**src/rtl/sweep_defs.svh**
```systemverilog
`ifndef SWEEP_DEFS_SVH
`define SWEEP_DEFS_SVH

// Datapath widths
`define DAC_WIDTH        10
`define WORD_WIDTH       16

// Event size and buffering
`define WORDS_PER_EVENT  10
`define HIT_FIFO_DEPTH   32
`define OUT_FIFO_DEPTH   8

// Cycles to wait after the ASIC latch before acquiring
`define SETTLE_CYCLES    40

// Link credits available after reset
`define CREDIT_MAX       4

// Stream framing words
`define HEADER_WORD      16'h5341
`define TAIL_WORD        16'hFF45
// Top nibble of a step marker
`define STEP_TAG         4'hD

`endif

```
**src/rtl/sweep_pkg.sv**
```systemverilog
`include "sweep_defs.svh"

package sweep_pkg;

    // Threshold DAC code
    typedef logic [`DAC_WIDTH-1:0] DacCode_t;

    // Sweep controller states
    typedef enum logic [2:0] {
        stIdle,
        stHeader,
        stMarker,
        stLoad,
        stWaitCfg,
        stAcquire,
        stCopy,
        stTail
    } SweepState_t;

endpackage

```
**src/rtl/daq_pkg.sv**
```systemverilog
`include "sweep_defs.svh"

package daq_pkg;

    // One front-end hit word
    typedef logic [`WORD_WIDTH-1:0] HitWord_t;

    // Output queue entry, word plus end-of-stream flag
    typedef struct packed {
        HitWord_t Word;
        logic     Last;
    } OutEntry_t;

endpackage

```
**src/rtl/syncFifo.sv**
```systemverilog
`timescale 1ns/100ps

module syncFifo #(
    parameter type Payload_t = logic [15:0],
    parameter int  Depth     = 8
) (
    input  logic     Clk,
    input  logic     reset_n,
    input  logic     Push,
    input  Payload_t PushData,
    input  logic     Pop,
    output Payload_t PopData,
    output logic     Empty,
    output logic     Full
);
    localparam int PtrWidth = (Depth > 1) ? $clog2(Depth) : 1;
    localparam int CntWidth = $clog2(Depth + 1);

    Payload_t            mem [Depth];
    logic [PtrWidth-1:0] wrPtr;
    logic [PtrWidth-1:0] rdPtr;
    logic [CntWidth-1:0] count;
    logic                doPush;
    logic                doPop;

    // Pointer advance with wrap for any depth
    function automatic logic [PtrWidth-1:0] nextPtr(input logic [PtrWidth-1:0] ptr);
        return (ptr == PtrWidth'(Depth - 1)) ? '0 : ptr + 1'b1;
    endfunction

    assign doPush  = Push && !Full;
    assign doPop   = Pop && !Empty;
    assign Empty   = (count == '0);
    assign Full    = (count == CntWidth'(Depth));
    assign PopData = mem[rdPtr];

    always_ff @(posedge Clk) begin
        if (doPush) begin
            mem[wrPtr] <= PushData;
        end
    end

    always_ff @(posedge Clk or negedge reset_n) begin
        if (!reset_n) begin
            wrPtr <= '0;
            rdPtr <= '0;
            count <= '0;
        end else begin
            if (doPush) begin
                wrPtr <= nextPtr(wrPtr);
            end
            if (doPop) begin
                rdPtr <= nextPtr(rdPtr);
            end
            case ({doPush, doPop})
                2'b10:   count <= count + 1'b1;
                2'b01:   count <= count - 1'b1;
                default: count <= count;
            endcase
        end
    end

endmodule

```
**src/rtl/eventFramer.sv**
```systemverilog
`timescale 1ns/100ps
`include "sweep_defs.svh"

module eventFramer (
    input  logic              Clk,
    input  logic              reset_n,
    input  daq_pkg::HitWord_t HitData,
    input  logic              HitValid,
    input  logic              AcqEnable,
    output logic              FifoPush,
    output daq_pkg::HitWord_t FifoData,
    output logic              EventReady
);
    localparam int CntWidth = ($clog2(`WORDS_PER_EVENT) > 0) ? $clog2(`WORDS_PER_EVENT) : 1;

    logic [CntWidth-1:0] wordCnt;
    logic                lastWord;

    // Words only enter the hit FIFO inside the acquisition window
    assign FifoPush = HitValid && AcqEnable;
    assign FifoData = HitData;
    assign lastWord = (wordCnt == CntWidth'(`WORDS_PER_EVENT - 1));

    always_ff @(posedge Clk or negedge reset_n) begin
        if (!reset_n) begin
            wordCnt    <= '0;
            EventReady <= 1'b0;
        end else if (!AcqEnable) begin
            // Drop any partial event between steps
            wordCnt    <= '0;
            EventReady <= 1'b0;
        end else begin
            EventReady <= FifoPush && lastWord;
            if (FifoPush) begin
                wordCnt <= lastWord ? '0 : wordCnt + 1'b1;
            end
        end
    end

endmodule

```
**src/rtl/scConfigLoader.sv**
```systemverilog
`timescale 1ns/100ps
`include "sweep_defs.svh"

module scConfigLoader (
    input  logic                Clk,
    input  logic                reset_n,
    input  logic                LoadDac,
    input  sweep_pkg::DacCode_t DacCode,
    output logic                ScData,
    output logic                ScShift,
    output logic                ScLatch,
    output logic                ConfigDone
);
    import sweep_pkg::*;

    localparam int BitCntWidth    = $clog2(`DAC_WIDTH);
    localparam int SettleCntWidth = $clog2(`SETTLE_CYCLES);

    DacCode_t                  shiftReg;
    logic [BitCntWidth-1:0]    bitCnt;
    logic [SettleCntWidth-1:0] settleCnt;
    logic                      settling;

    // ASIC expects LSB of the code first, so the register holds it reversed
    assign ScData = shiftReg[`DAC_WIDTH-1];

    always_ff @(posedge Clk or negedge reset_n) begin
        if (!reset_n) begin
            shiftReg   <= '0;
            bitCnt     <= '0;
            settleCnt  <= '0;
            settling   <= 1'b0;
            ScShift    <= 1'b0;
            ScLatch    <= 1'b0;
            ConfigDone <= 1'b0;
        end else begin
            ScLatch    <= 1'b0;
            ConfigDone <= 1'b0;
            if (LoadDac) begin
                shiftReg <= {<<{DacCode}};
                bitCnt   <= '0;
                settling <= 1'b0;
                ScShift  <= 1'b1;
            end else if (ScShift) begin
                shiftReg <= shiftReg << 1;
                bitCnt   <= bitCnt + 1'b1;
                if (bitCnt == BitCntWidth'(`DAC_WIDTH - 1)) begin
                    ScShift <= 1'b0;
                    ScLatch <= 1'b1;
                end
            end else if (ScLatch) begin
                settling  <= 1'b1;
                settleCnt <= SettleCntWidth'(1);
            end else if (settling) begin
                // Settle count runs from the latch cycle
                if (settleCnt == SettleCntWidth'(`SETTLE_CYCLES - 1)) begin
                    settling   <= 1'b0;
                    ConfigDone <= 1'b1;
                end else begin
                    settleCnt <= settleCnt + 1'b1;
                end
            end
        end
    end

endmodule

```
**src/rtl/creditSender.sv**
```systemverilog
`timescale 1ns/100ps
`include "sweep_defs.svh"

module creditSender (
    input  logic                   Clk,
    input  logic                   reset_n,
    input  daq_pkg::OutEntry_t     QueueData,
    input  logic                   QueueEmpty,
    output logic                   QueuePop,
    input  logic                   CreditReturn,
    output logic [`WORD_WIDTH-1:0] OutData,
    output logic                   OutValid,
    output logic                   OutLast
);
    localparam int CreditWidth = $clog2(`CREDIT_MAX + 1);

    logic [CreditWidth-1:0] credits;

    // One word per cycle while the link has room
    assign QueuePop = !QueueEmpty && (credits != '0);

    always_ff @(posedge Clk or negedge reset_n) begin
        if (!reset_n) begin
            credits <= CreditWidth'(`CREDIT_MAX);
        end else begin
            case ({QueuePop, CreditReturn})
                2'b10:   credits <= credits - 1'b1;
                2'b01:   credits <= credits + 1'b1;
                default: credits <= credits;
            endcase
        end
    end

    always_ff @(posedge Clk or negedge reset_n) begin
        if (!reset_n) begin
            OutValid <= 1'b0;
            OutLast  <= 1'b0;
        end else begin
            OutValid <= QueuePop;
            OutLast  <= QueuePop && QueueData.Last;
        end
    end

    always_ff @(posedge Clk) begin
        if (QueuePop) begin
            OutData <= QueueData.Word;
        end
    end

endmodule

```
**src/rtl/sweepControl.sv**
```systemverilog
`timescale 1ns/100ps
`include "sweep_defs.svh"

module sweepControl (
    input  logic                Clk,
    input  logic                reset_n,
    input  logic                SweepStart,
    input  sweep_pkg::DacCode_t StartDac,
    input  sweep_pkg::DacCode_t EndDac,
    input  logic [15:0]         EventsPerStep,
    // Slow-control loader
    output logic                LoadDac,
    output sweep_pkg::DacCode_t DacCode,
    input  logic                ConfigDone,
    // Front end
    output logic                AcqEnable,
    input  logic                EventReady,
    // Hit FIFO
    output logic                HitPop,
    input  daq_pkg::HitWord_t   HitData,
    // Output queue
    output logic                OutPush,
    output daq_pkg::OutEntry_t  OutEntry,
    input  logic                OutFull,
    // Status
    output logic                StepDone,
    output logic                SweepBusy
);
    import sweep_pkg::*;

    localparam int WordCntWidth =
        ($clog2(`WORDS_PER_EVENT) > 0) ? $clog2(`WORDS_PER_EVENT) : 1;

    SweepState_t             state;
    DacCode_t                curDac;
    DacCode_t                lastDac;
    logic [15:0]             evTarget;
    logic [15:0]             evReceived;
    logic [15:0]             pending;
    logic [WordCntWidth-1:0] wordCnt;
    logic                    queueOk;
    logic                    wordLast;
    logic                    eventCopied;
    logic                    stepComplete;
    logic                    lastEventIn;

    ////////////////////////////////////////////////////////////
    // Status and handshakes
    ////////////////////////////////////////////////////////////
    assign queueOk      = !OutFull;
    assign wordLast     = (wordCnt == WordCntWidth'(`WORDS_PER_EVENT - 1));
    assign eventCopied  = (state == stCopy) && queueOk && wordLast;
    assign stepComplete = eventCopied && (evReceived == evTarget) && (pending == 16'd1);
    assign lastEventIn  = EventReady && (evReceived + 16'd1 == evTarget);

    // Window closes on the final event so no stray words reach the hit FIFO
    assign AcqEnable = ((state == stAcquire) || (state == stCopy))
                       && (evReceived != evTarget) && !lastEventIn;

    assign LoadDac   = (state == stLoad);
    assign DacCode   = curDac;
    assign HitPop    = (state == stCopy) && queueOk;
    assign SweepBusy = (state != stIdle);

    always_comb begin
        OutPush       = 1'b0;
        OutEntry.Word = HitData;
        OutEntry.Last = 1'b0;
        case (state)
            stHeader: begin
                OutPush       = queueOk;
                OutEntry.Word = `HEADER_WORD;
            end
            stMarker: begin
                OutPush       = queueOk;
                OutEntry.Word = {`STEP_TAG, 2'b00, curDac};
            end
            stCopy: OutPush = queueOk;
            stTail: begin
                OutPush       = queueOk;
                OutEntry.Word = `TAIL_WORD;
                OutEntry.Last = 1'b1;
            end
            default: OutPush = 1'b0;
        endcase
    end

    ////////////////////////////////////////////////////////////
    // Sweep FSM
    ////////////////////////////////////////////////////////////
    always_ff @(posedge Clk or negedge reset_n) begin
        if (!reset_n) begin
            state      <= stIdle;
            curDac     <= '0;
            lastDac    <= '0;
            evTarget   <= 16'd1;
            evReceived <= '0;
            pending    <= '0;
            wordCnt    <= '0;
            StepDone   <= 1'b0;
        end else begin
            StepDone <= 1'b0;
            // Pending events in the hit FIFO
            if (EventReady && !eventCopied) begin
                pending <= pending + 16'd1;
            end else if (!EventReady && eventCopied) begin
                pending <= pending - 16'd1;
            end
            if (EventReady) begin
                evReceived <= evReceived + 16'd1;
            end
            case (state)
                stIdle: if (SweepStart) begin
                    curDac   <= StartDac;
                    lastDac  <= EndDac;
                    evTarget <= (EventsPerStep == 16'd0) ? 16'd1 : EventsPerStep;
                    state    <= stHeader;
                end
                stHeader: if (queueOk) state <= stMarker;
                stMarker: if (queueOk) state <= stLoad;
                stLoad:   state <= stWaitCfg;
                stWaitCfg: if (ConfigDone) begin
                    evReceived <= '0;
                    pending    <= '0;
                    wordCnt    <= '0;
                    state      <= stAcquire;
                end
                stAcquire: if (pending != 16'd0) begin
                    wordCnt <= '0;
                    state   <= stCopy;
                end
                stCopy: if (queueOk) begin
                    if (!wordLast) begin
                        wordCnt <= wordCnt + 1'b1;
                    end else begin
                        wordCnt <= '0;
                        if (stepComplete) begin
                            StepDone <= 1'b1;
                            if (curDac == lastDac) begin
                                state <= stTail;
                            end else begin
                                curDac <= curDac + 1'b1;
                                state  <= stMarker;
                            end
                        end else if (pending > 16'd1 || EventReady) begin
                            // Next event already complete, keep copying
                            state <= stCopy;
                        end else begin
                            state <= stAcquire;
                        end
                    end
                end
                stTail: if (queueOk) state <= stIdle;
                default: state <= stIdle;
            endcase
        end
    end

endmodule

```
**src/rtl/sweepAcqTop.sv**
```systemverilog
`timescale 1ns/100ps
`include "sweep_defs.svh"

module sweepAcqTop (
    input  logic                   Clk,
    input  logic                   reset_n,
    input  logic                   SweepStart,
    input  sweep_pkg::DacCode_t    StartDac,
    input  sweep_pkg::DacCode_t    EndDac,
    input  logic [15:0]            EventsPerStep,
    input  daq_pkg::HitWord_t      HitData,
    input  logic                   HitValid,
    input  logic                   CreditReturn,
    output logic                   ScData,
    output logic                   ScShift,
    output logic                   ScLatch,
    output logic                   AcqEnable,
    output logic [`WORD_WIDTH-1:0] OutData,
    output logic                   OutValid,
    output logic                   OutLast,
    output logic                   StepDone,
    output logic                   SweepBusy
);
    import sweep_pkg::*;
    import daq_pkg::*;

    DacCode_t  dacCode;
    logic      loadDac;
    logic      configDone;
    logic      eventReady;
    logic      hitPush;
    HitWord_t  hitPushData;
    logic      hitPop;
    HitWord_t  hitHead;
    logic      outPush;
    OutEntry_t outPushEntry;
    logic      outPop;
    OutEntry_t outHead;
    logic      outEmpty;
    logic      outFull;

    ////////////////////////////////////////////////////////////
    // Control
    ////////////////////////////////////////////////////////////
    sweepControl ctrl0 (
        .Clk(Clk), .reset_n(reset_n),
        .SweepStart(SweepStart), .StartDac(StartDac), .EndDac(EndDac),
        .EventsPerStep(EventsPerStep),
        .LoadDac(loadDac), .DacCode(dacCode), .ConfigDone(configDone),
        .AcqEnable(AcqEnable), .EventReady(eventReady),
        .HitPop(hitPop), .HitData(hitHead),
        .OutPush(outPush), .OutEntry(outPushEntry), .OutFull(outFull),
        .StepDone(StepDone), .SweepBusy(SweepBusy)
    );

    scConfigLoader scLoad0 (
        .Clk(Clk), .reset_n(reset_n),
        .LoadDac(loadDac), .DacCode(dacCode),
        .ScData(ScData), .ScShift(ScShift), .ScLatch(ScLatch), .ConfigDone(configDone)
    );

    ////////////////////////////////////////////////////////////
    // Datapath
    ////////////////////////////////////////////////////////////
    eventFramer framer0 (
        .Clk(Clk), .reset_n(reset_n),
        .HitData(HitData), .HitValid(HitValid), .AcqEnable(AcqEnable),
        .FifoPush(hitPush), .FifoData(hitPushData), .EventReady(eventReady)
    );

    // Hit FIFO status left open, front end is rate-limited
    syncFifo #(.Payload_t(HitWord_t), .Depth(`HIT_FIFO_DEPTH)) hitFifo0 (
        .Clk(Clk), .reset_n(reset_n),
        .Push(hitPush), .PushData(hitPushData),
        .Pop(hitPop), .PopData(hitHead),
        .Empty(), .Full()
    );

    syncFifo #(.Payload_t(OutEntry_t), .Depth(`OUT_FIFO_DEPTH)) outFifo0 (
        .Clk(Clk), .reset_n(reset_n),
        .Push(outPush), .PushData(outPushEntry),
        .Pop(outPop), .PopData(outHead),
        .Empty(outEmpty), .Full(outFull)
    );

    creditSender sender0 (
        .Clk(Clk), .reset_n(reset_n),
        .QueueData(outHead), .QueueEmpty(outEmpty), .QueuePop(outPop),
        .CreditReturn(CreditReturn),
        .OutData(OutData), .OutValid(OutValid), .OutLast(OutLast)
    );

endmodule

```
**config.mk**
```make
export PLATFORM = sky130hd
export DESIGN_NAME = sweepAcqTop
export DESIGN_NICKNAME = d
export VERILOG_FILES = /design/src/rtl/sweep_pkg.sv /design/src/rtl/daq_pkg.sv /design/src/rtl/syncFifo.sv /design/src/rtl/eventFramer.sv /design/src/rtl/scConfigLoader.sv /design/src/rtl/creditSender.sv /design/src/rtl/sweepControl.sv /design/src/rtl/sweepAcqTop.sv
export VERILOG_INCLUDE_DIRS = /design/src /design/src/rtl
export SDC_FILE = /design/constraint.sdc
export NUM_CORES = 1
export LEC_CHECK = 0
export ABC_AREA = 1
export BUFFER_PORTS_ARGS = -buffer_cell sky130_fd_sc_hd__buf_2
export CAP_MARGIN = 40
export CORE_MARGIN = 1.5
export CORE_UTILIZATION = 27
export DETAILED_ROUTE_END_ITERATION = 6
export SLEW_MARGIN = 20
export SYNTH_ARGS = -nofsm -noshare
export SYNTH_HDL_FRONTEND = slang
export SYNTH_SLANG_ARGS = --single-unit
```
**constraint.sdc**
```tcl
create_clock -name Clk -period 3.1 [get_ports Clk]
set_input_delay 0.31 -clock Clk [delete_from_list [all_inputs] [get_ports Clk]]
set_output_delay 0.31 -clock Clk [all_outputs]
set_load 0.01 [all_outputs]
```
== Word-level counts from Yosys, hierarchy flattened ==
Memory sizes are Yosys's and may differ from the RTL's.
Cells that the tools add are included.
Word-level totals
  memory bits (writable): 648
  memories: 2
  output and inout port bits: 24
  register bits: 152
  logic and storage cells: 213
Cells by class
  $lt $le $gt $ge: 1
  add/sub/neg operators: 18
  reductions and logical operators: 46
  mux-type cells: 76
  bitwise operators: 2
  equality and inequality tests: 41
Memories
  hitFifo0.mem: words 32, width 16, rd ports 1, clocked after Yosys merged registers in 0, write ports 1, line syncFifo.sv:19  | Payload_t mem [Depth];
  outFifo0.mem: words 8, width 17, rd ports 1, clocked after Yosys merged registers in 0, write ports 1, line syncFifo.sv:19
Operators by type and width (count)
  16-bit 2-to-1 mux: 8
  10-bit 2-to-1 mux: 7
  16-bit case mux with 3 select lines: 1
  3-bit 2-to-1 mux: 12
  4-bit 2-to-1 mux: 9
  16-bit by 1-bit adder with 16-bit output, second input constant: 2
  16-bit equality test: 2
  1-bit 2-to-1 mux: 27
  3-bit case mux with 8 select lines: 1
  10-bit case mux with 2 select lines: 1
  3-bit equality test, second input constant: 6
  6-bit 2-to-1 mux: 3
  2-bit inequality test, second input constant: 9
  1-bit logical AND: 17
  4-bit by 1-bit adder with 4-bit output, second input constant: 4
  16-bit by 1-bit equality test with 1-bit output, second input constant: 1
  4-bit equality test, second input constant: 4
  16-bit by 1-bit greater-than comparator with 1-bit output, second input constant: 1
  16-bit logical NOT: 1
  16-bit inequality test: 1
  16-bit nonzero test: 1
  16-bit by 1-bit subtractor with 16-bit output, second input constant: 1
  6-bit by 1-bit adder with 6-bit output, second input constant: 2
  6-bit equality test, second input constant: 2
  32 further kinds: 61

== Longest topological paths before layout ==
Gate-level depths: netlist of run 1.
  depth after elaboration: 10
  depth in mapped cells: 25

== Cells and area by module ==
From an unflattened synthesis of run 1, not the netlist that was laid out.
Unflattened totals
  cell total of the unflattened synthesis: 3805
  area total of the unflattened synthesis: 36931.7 um2
Modules (own cells, without submodules)
  syncFifo (hitFifo0): times used 1, seq. area each 15775.1 um2, cells each 2133, area each 22693.0 um2
  syncFifo (outFifo0): times used 1, seq. area each 4334.2 um2, cells each 675, area each 6490.0 um2
  sweepControl: times used 1, seq. area each 1903.1 um2, cells each 775, area each 5457.7 um2
  scConfigLoader: times used 1, seq. area each 600.6 um2, cells each 130, area each 1137.3 um2
  creditSender: times used 1, seq. area each 606.8 um2, cells each 43, area each 747.0 um2
  eventFramer: times used 1, seq. area each 125.1 um2, cells each 49, area each 406.6 um2

== Least setup slack after synthesis of run 1 ==
OpenSTA, ideal clock, no wires.
  kind: register to register
  from: register ctrl0.evReceived[0]
  to: register hitFifo0.count[5]
  arrival time: 3.148 ns
  stages on the path, launching flop included: 26
  slack: -0.169 ns
  library setup time: 0.121 ns
  data required time: 2.979 ns
  path buffers: 1
  period minus slack after synthesis: 3.269 ns
  cell sequence: dfrtp_1 > ha_1 > nand3_1 > inv_1 > nand2_1 > nand2_1 > nand2_1 > nand2_1 > nor2_1 > nand2_1 > nor2_1 > nand2_1 > nand4_2 > buf_2 > ha_1 > ha_1 > nand2_1 > nand2_1 > a31oi_1 > nor2_1 > nor2_1 > o21bai_1 > a21oi_1 > o21ai_0 > nand2_1 > nand2_1
On the way
  longest elaborated chain between the ends: 9
RTL lines
  from (decl): line sweepControl.sv:38  | logic [15:0] evReceived;
  from (signal assigned): line sweepControl.sv:110  | evReceived <= evReceived + 16'd1;
  16-bit by 1-bit adder with 16-bit output: line sweepControl.sv:54  | assign lastEventIn = EventReady && (evReceived + 16'd1 == evTarget);
  16-bit equality test: line sweepControl.sv:54
  1-bit logical AND: line sweepControl.sv:54
  1-bit logical NOT: line sweepControl.sv:58  | && (evReceived != evTarget) && !lastEventIn;
  1-bit logical AND *: line sweepControl.sv:58
  1-bit logical AND *: line eventFramer.sv:20  | assign FifoPush = HitValid && AcqEnable;
  1-bit logical AND *: line syncFifo.sv:31  | assign doPush = Push && !Full;
  2-bit by 1-bit equality test with 1-bit output / 2-bit equality test (equally long branches): line syncFifo.sv:55  | case ({doPush, doPop})
  6-bit case mux with 2 select lines / 2-bit nonzero test (equally long branches)
  to (signal assigned): line syncFifo.sv:56  | 2'b10: count <= count + 1'b1;
  to (signal assigned): line syncFifo.sv:57  | 2'b01: count <= count - 1'b1;
  to (signal assigned): line syncFifo.sv:58  | default: count <= count;
  to (decl): line syncFifo.sv:22  | logic [CntWidth-1:0] count;
Every way passes the cells marked *; elsewhere a longest branch is shown, timed or not.
A chain may end at the register's enable or synchronous reset.

== Final worst setup path of run 1 ==
  from: register ctrl0.evReceived[1]
  to: register hitFifo0.count[5]
The elaborated chain is that of the path after synthesis.

==> results of run 1 <==
per-stage QoR:
stage	power, mW	hold slack (ns)	TNS [ns]	utilization
after global placement	12.3	0.308	-2.01	0.300
final	22.6	0.0454	0	0.327
after floorplan	12.1	0.0144	-40.55	-
after detailed placement	12.4	0.309	-0.102	0.300
after CTS	22.9	0.0263	0	0.326
after global routing	23.3	0.0443	-0.156	0.327
routing by layer:
metal / vias to the layer above / GRT usage / part of all wire / wire length (um)
met5: - / 0 / 0.00025 / 22
met2: 684 / 0.213 / 0.46 / 40900
li1: 11100 / - / - / -
met1: 11500 / 0.196 / 0.46 / 40600
met4: 4 / 0.0396 / 0.025 / 2220
met3: 117 / 0.0214 / 0.059 / 5230
worst min-delay path, stage by stage:
cell and delay, ns:
buf_2 0.19, inv_1 0.10, nor3_1 0.05
state kept, by name, indices dropped and copies added (netlist names), 3 cells and up:
register,flops
ctrl0.evReceived,16
ctrl0.state,3
scLoad0.bitCnt,4
sender0.OutData,16
ctrl0.pending,16
outFifo0.rdPtr,3
scLoad0.settleCnt,6
ctrl0.evTarget,16
hitFifo0.count,6
outFifo0.count,4
scLoad0.shiftReg,10
outFifo0.mem,136
hitFifo0.rdPtr,5
ctrl0.wordCnt,4
sender0.credits,3
ctrl0.lastDac,10
hitFifo0.mem,512
ctrl0.DacCode,10
framer0.wordCnt,4
outFifo0.wrPtr,3
hitFifo0.wrPtr,5
what timing repair did:
action	4_1_cts	5_1_grt
setup endpoints to repair	1	447
gates resized for setup	7	24
buffers inserted	3	2
cloned	0	0
endpoints found under the hold margin	81	0
hold buffers	28	0
pin swaps	2	10
cells in the mapped netlist, drive strengths merged, types with 2 or more instances:
cell type,number
dfrtp,134
xor2,32
nor4,12
a21oi,45
o21ai,419
fa,3
dfstp,2
o22ai,94
nand4,43
mux2i,5
nor2,519
a211oi,2
o221ai,35
clkbuf,130
nor3,49
o211ai,43
or2,2
a31oi,21
nand3,98
inv,142
edfxtp,664
clkinv,8
a2bb2oi,3
nor3b,2
ha,33
buf,28
xnor2,20
o21a,2
o31ai,2
nand2,390
path summary, 6_finish.rpt:
check                                                    from                            end  cells past startpoint
worst max-delay path            ctrl0.evReceived[1]$_DFF_PN0_  hitFifo0.count[5]$_DFFE_PN0P_                     24
worst min-delay path                                 HitValid   framer0.EventReady$_DFF_PN0_                      3
worst max register to register  ctrl0.evReceived[1]$_DFF_PN0_  hitFifo0.count[5]$_DFFE_PN0P_                     24
worst min register to register   scLoad0.ConfigDone$_DFF_PN0_    ctrl0.pending[11]$_DFF_PN0_                      1
max in group asynchronous                             reset_n  hitFifo0.rdPtr[1]$_DFFE_PN0P_                      3
min in group asynchronous                             reset_n      sender0.OutLast$_DFF_PN0_                      2
logic make-up after synthesis:
kind of cell	count (synthesis)
adders and majority gates	36
buffers and inverters	308
muxes	6
xor gates and xnor gates	52
DFF	800
AOI/OAI and AO/OA	672
and+or+nand+nor	1116
layout by cell type, fill, tap and decap left out, types with 7 or more instances in the layout:
cell / Yosys / final
edfxtp_1: 664 / 664
nand2_1: 387 / 383
nor2_2: 5 / 11
a31oi_1: 21 / 20
clkinv_1: 8 / 14
nor2_1: 511 / 505
nor4_1: 12 / 12
dfrtp_1: 134 / 130
buf_12: 0 / 17
xnor2_1: 20 / 20
buf_4: 1 / 137
o22ai_1: 94 / 94
nor3_2: 2 / 29
inv_1: 139 / 136
nor3_1: 47 / 17
clkinv_2: 0 / 19
o21ai_0: 412 / 409
o21ai_1: 7 / 9
o211ai_1: 43 / 43
a21oi_1: 44 / 41
clkbuf_16: 0 / 88
nand4_1: 42 / 42
clkbuf_1: 130 / 22
buf_2: 17 / 80
clkbuf_8: 0 / 7
dlygate4sd3_1: 0 / 28
bufinv_16: 0 / 8
nand2_2: 3 / 7
nand3_1: 98 / 95
ha_1: 33 / 30
o221ai_1: 35 / 35
xor2_1: 32 / 32
power breakdown:
part / internal (mW) / switching (mW)
Sequential: 11.7 / 0.0447
Combinational: 0.143 / 0.301
Clock: 6.13 / 4.36
cell type report:
cell class / count / area [um2] / area share
diodes: 2 / 5.00 / 0.000123
clock buffers: 117 / 2380 / 0.0586
clock inverters: 45 / 531 / 0.0131
inverters: 150 / 568 / 0.0140
multi-input cells: 1882 / 9660 / 0.238
flip-flops and latches: 800 / 23400 / 0.575
well taps: 1637 / 2050 / 0.0504
repair buffers: 265 / 2090 / 0.0514
==> impl_metrics.py, run 1 <==
metrics = {
    "run_status": {
        "status": "finished, final reports clean",
    },
    "sta": {
        "fin_crit_sh": 0.977,
        "max_slew_margin": 0.442,
        "max_freq_ghz": 0.330,
        "worst_slack_ns": 0.0710,
        "final_max_slew_viol_count": 0,
        "finalSetupViolCount": 0,
        "hold_viol": 0,
        "rsz0062_at_grt": "yes",
        "period_needed_ns": 3.03,
        "tightestPinTransition_ns": 0.837,
        "finalClockSkew_ns": 0.0510,
    },
    "clock_tree": {
        "root_buffer": "clkbuf_16",
        "path_clk_slew_ns": 0.06,
        "cts_made_buffers": 87,
        "cts.path.max_buffers": 3,
        "clock_sink_count": 800,
        "cts_htree_levels": 3,
        "clkLatencyLatePin_ns": 0.67,
        "cts_tree": "done",
    },
    "synth": {
        "synth_top_area_share": 0.588,
        "synth_seq_cells": 800,
        "synth_compound_area_frac": 0.112,
        "synth_top_family_by_area": "simple AND/OR/NAND/NOR gates",
        "yosys-top-cells-area": "edfxtp_1 59%, dfrtp_1 9.9%, o21ai_0 6.1%",
        "yosysSeqAreaShare": 0.688,
        "avgSynthCellArea_um2": 11.3,
        "yosysWarnings": 0,
        "synthArstFlopShare": 0.170,
        "synth_cell_types": 49,
        "yosys.area_share.adder": 0.0139,
        "synth_nets": 3083,
        "yosys.area_share.simple": 0.135,
        "synth_edf_count": 664,
        "ys.flop_type": "edfxtp_1",
        "synthCells": 2990,
        "syn_area_um2": 33900,
        "synth_mux_area_frac": 0.00181,
        "yosys.area.top_type": "edfxtp_1",
        "synth_xor_area_frac": 0.0134,
    },
    "grt": {
        "grt_use_total": 0.137,
        "grt.overflow.total": 0,
        "antenna_found_initial": 2,
        "grt_max_degree": 71,
        "grt_pass1_vias": 22000,
        "grt_pass1_wl_um": 135000,
    },
    "place": {
        "place_ws_ns": -0.102,
        "place_congestion": 0.858,
        "portBuffers": 80,
        "dp.cells": 4701,
        "dp_hpwl_um": 55200,
        "placed_area_um2": 37300,
    },
    "drt": {
        "drtIter0Drc": 2156,
        "viasPerCell": 4.76,
        "drc": 0,
        "routed_wl_um": 88900,
        "routedWlPerCell_um": 18.1,
        "vias": 23300,
        "drt_first_pass_iters": 5,
        "ant_nets": 0,
    },
    "power": {
        "p_leak_nw": 14.6,
        "vdd_drop_max_mv": 0.395,
        "p_per_area_nw_per_um2": 557,
    },
    "critical_path": {
        "cp.required_ns": 3.64,
        "crit_family": "simple AND/OR/NAND/NOR gates",
        "crit_path_cell_trace": "ha_2 > nand3_4 > buf_6 > nor2_4 > nand2_1 > nand2_1 > nand2_1 > nor2_1 > nand2_1 > nor2_2 > nand2_2 > nand4_4 > ha_4 > ha_4 > nand2_2 > nand2_2 > a31oi_4 > nor2_2 > nor2_1 > o21bai_2 > a21oi_2 > o21ai_1 > nand2_1 > nand2_1",
        "crit_top_cell": "nand2_1",
        "cpPeakStageDelay_ns": 0.36,
        "cp_num_buf_inv": 1,
        "cp_slowest_cell": "dfrtp_1",
        "cp-start-kind": "flop",
        "critPathMaxFanout": 4,
        "worstPathArrival_ns": 3.57,
        "crit_path_end_kind": "flop",
        "crit_type": "flop to flop",
        "reg2reg_slack_ns": 0.07,
    },
    "floorplan": {
        "die_h_um": 357,
        "die_w_um": 357,
        "ioPinCount": 81,
        "fp.coreArea_um2": 124000,
        "rows": 129,
        "start_util": 0.273,
        "dieArea_um2": 128000,
    },
    "final_layout": {
        "drive_above_1_share": 0.140,
        "syn_to_final_growth_pct": 19.8,
        "post-route-cell-area_um2": 40600,
        "fillerInstances": 12300,
        "layout.cells.non_filler": 4898,
        "fin_nets": 3279,
    },
    "job": {
        "drv_cap": 0,
    },
    "min_path": {
        "hold_class": "input port to flop",
    },
}
(Power assumes the default switching activity.)
==> inputs of run 2 (changes only) <==
==> constraint.sdc (replaced) <==
create_clock -name Clk -period 3.3 [get_ports Clk]
set_input_delay 0.33 -clock Clk [delete_from_list [all_inputs] [get_ports Clk]]
set_output_delay 0.33 -clock Clk [all_outputs]
set_load 0.01 [all_outputs]
==> run 2 against run 1 <==
Compared with the run above: clock power down 9%; largest power group unchanged; routed wire length up 0.39%; highest routed layer unchanged; power down 7.2%; worst setup slack better by 0.076 ns; cell count down 1.1%; non-clock buffer count down 42; global-route usage about the same; sequential share of layout area up 0.83 points; critical path type unchanged; via count down 0.75%; critical path depth down 2.
==> impl_metrics.py, run 2 (synthesis results as in run 1) <==
metrics = {
    "min_path": {
        "holdPathStages": 3,
        "hold_path_startpoint": "StartDac[1]",
        "hold_class": "input port to flop",
        "hold_path_end": "ctrl0.DacCode[1]$_DFFE_PN0P_",
    },
    "final_layout": {
        "reg_top3": "hitFifo0.mem x512, outFifo0.mem x136",
        "layout_common_cells": "664 x edfxtp_1, 505 x nor2_1, 412 x o21ai_0",
        "drive_above_1_share": 0.124,
        "fin_nets": 3234,
        "antenna_cells": 0,
        "layout.cells.non_filler": 4844,
        "largest_reg_flops": 512,
        "syn_to_final_growth_pct": 18.1,
        "final_common_cell": "edfxtp_1",
        "max_flop_register": "hitFifo0.mem",
        "utilization": 0.323,
    },
    "critical_path": {
        "cp.required_ns": 3.82,
        "cp-start-kind": "flop",
        "rr_worst_depth": 22,
        "critPathMaxFanout": 4,
        "reg2reg_slack_ns": 0.15,
        "cp_num_buf_inv": 1,
        "worstReg2RegStart": "ctrl0.evReceived[0]$_DFF_PN0_",
        "crit_family": "simple AND/OR/NAND/NOR gates",
        "crit_top_cell": "nand2_1",
        "cp_slowest_cell": "dfrtp_1",
        "crit_type": "flop to flop",
        "cpPeakStageDelay_ns": 0.38,
        "crit_path_cell_trace": "buf_4 > ha_4 > xor2_1 > nor2_1 > nand2_1 > nor2_1 > nand3_1 > nor2_2 > nand2_2 > nand4_4 > ha_4 > ha_4 > nand2_1 > nand2_1 > a31oi_2 > nor2_1 > nor2_1 > o21bai_1 > a21oi_1 > o21ai_0 > nand2_1 > nand2_1",
        "worstPathArrival_ns": 3.67,
        "crit_path_end_kind": "flop",
        "r2r-end": "hitFifo0.count[5]$_DFFE_PN0P_",
    },
    "sta": {
        "finalClockSkew_ns": 0.0330,
        "fin_crit_sh": 0.955,
        "tightestPinTransition_ns": 0.836,
        "hold_viol": 0,
        "final_max_slew_viol_count": 0,
        "finalSetupViolCount": 0,
        "max_slew_margin": 0.436,
        "timing.hold.ws_ns": 0.0747,
        "period_needed_ns": 3.15,
        "worst_slack_ns": 0.147,
        "max_freq_ghz": 0.317,
    },
    "clock_tree": {
        "root_buffer": "clkbuf_16",
        "clkLatencyLatePin_ns": 0.65,
        "cts_htree_levels": 3,
        "cts_made_buffers": 84,
        "path_clk_slew_ns": 0.06,
        "cts_tree": "done",
        "clock_sink_count": 800,
        "cts.path.max_buffers": 3,
    },
    "grt": {
        "grt_pass1_wl_um": 135000,
        "grt_use_total": 0.137,
        "grt.overflow.total": 0,
        "antenna_found_initial": 2,
        "grt_pass1_vias": 22000,
        "grt_max_degree": 155,
    },
    "drt": {
        "drc": 0,
        "ant_nets": 0,
        "drtIter0Drc": 2187,
        "vias": 23200,
        "routedWlPerCell_um": 18.4,
        "drt_first_pass_iters": 6,
        "viasPerCell": 4.78,
        "routed_wl_um": 89200,
    },
    "job": {
        "drv_cap": 0,
    },
    "place": {
        "place_ws_ns": -0.0476,
        "dp.cells": 4663,
        "place_congestion": 0.885,
        "portBuffers": 80,
        "dp_hpwl_um": 54400,
    },
    "power": {
        "p_leak_nw": 14.3,
        "p_total_mw": 21.0,
        "vdd_drop_max_mv": 0.367,
        "p_per_area_nw_per_um2": 524,
    },
    "floorplan": {
        "start_util": 0.273,
        "die_h_um": 357,
        "dieArea_um2": 128000,
        "die_w_um": 357,
        "rows": 129,
        "ioPinCount": 81,
        "fp.coreArea_um2": 124000,
    },
    "run_status": {
        "status": "finished, final reports clean",
    },
}
-- run 2: per-stage QoR --
stage	setup TNS (ns)	area, um2
after floorplan	0	33900
after global placement	-0.0143	36900
after detailed placement	-0.0476	36900
after CTS	0	40000
after global routing	-0.0372	40100
final	0	40100
-- run 2: routing by layer --
metal | vias up | share of wire | global-route usage
li1 | 11000 | - | -
met1 | 11400 | 0.45 | 0.190
met3 | 142 | 0.061 | 0.0241
met2 | 677 | 0.47 | 0.218
met4 | 2 | 0.025 | 0.0390
met5 | - | 0.00015 | 0
-- run 2: layout make-up --
cell class	count	area, um2
Clock buffer	106	2260
Tap cell	1637	2050
Inverter	150	568
Clock inverter	46	512
Multi-Input combinational cell	1882	9610
Sequential cell	800	23400
Fill cell	12300	84100
Timing Repair Buffer	223	1710
-- run 2: worst max path at each step --
stage,from,to,cells after the start
after CTS,ctrl0.evReceived[0]$_DFF_PN0_,hitFifo0.count[5]$_DFFE_PN0P_,24
final,ctrl0.evReceived[0]$_DFF_PN0_,hitFifo0.count[5]$_DFFE_PN0P_,22
after detailed placement,ctrl0.evReceived[1]$_DFF_PN0_,hitFifo0.count[5]$_DFFE_PN0P_,24
after global routing,ctrl0.evReceived[0]$_DFF_PN0_,hitFifo0.count[5]$_DFFE_PN0P_,25
after global placement,ctrl0.evReceived[1]$_DFF_PN0_,hitFifo0.count[5]$_DFFE_PN0P_,24
after floorplan,ctrl0.evReceived[0]$_DFF_PN0_,hitFifo0.count[5]$_DFFE_PN0P_,25
-- run 2: worst reg2reg max path: stages (launching register included) --
cell	delay (ns)
dfrtp_1	0.38
buf_4	0.15
ha_4	0.23
xor2_1	0.13
nor2_1	0.09
nand2_1	0.05
nor2_1	0.14
nand3_1	0.10
nor2_2	0.16
nand2_2	0.10
nand4_4	0.10
ha_4	0.17
ha_4	0.21
nand2_1	0.07
nand2_1	0.07
a31oi_2	0.19
nor2_1	0.09
nor2_1	0.11
o21bai_1	0.10
a21oi_1	0.19
o21ai_0	0.10
nand2_1	0.07
nand2_1	0.04
-- run 2: timing repair --
| item | in CTS | in global routing |
|---|---|---|
| buffers inserted | 0 | 2 |
| hold endpoints to repair | 125 | 0 |
| pin swaps | 0 | 4 |
| setup endpoints to repair | 1 | 2 |
| gates resized for setup | 1 | 18 |
| hold buffers | 27 | 0 |
-- run 2: power by group --
group,internal [mW],switching [mW]
sequential,11.0,0.0441
combinational,0.131,0.279
clock,5.63,3.95
total,16.7,4.28
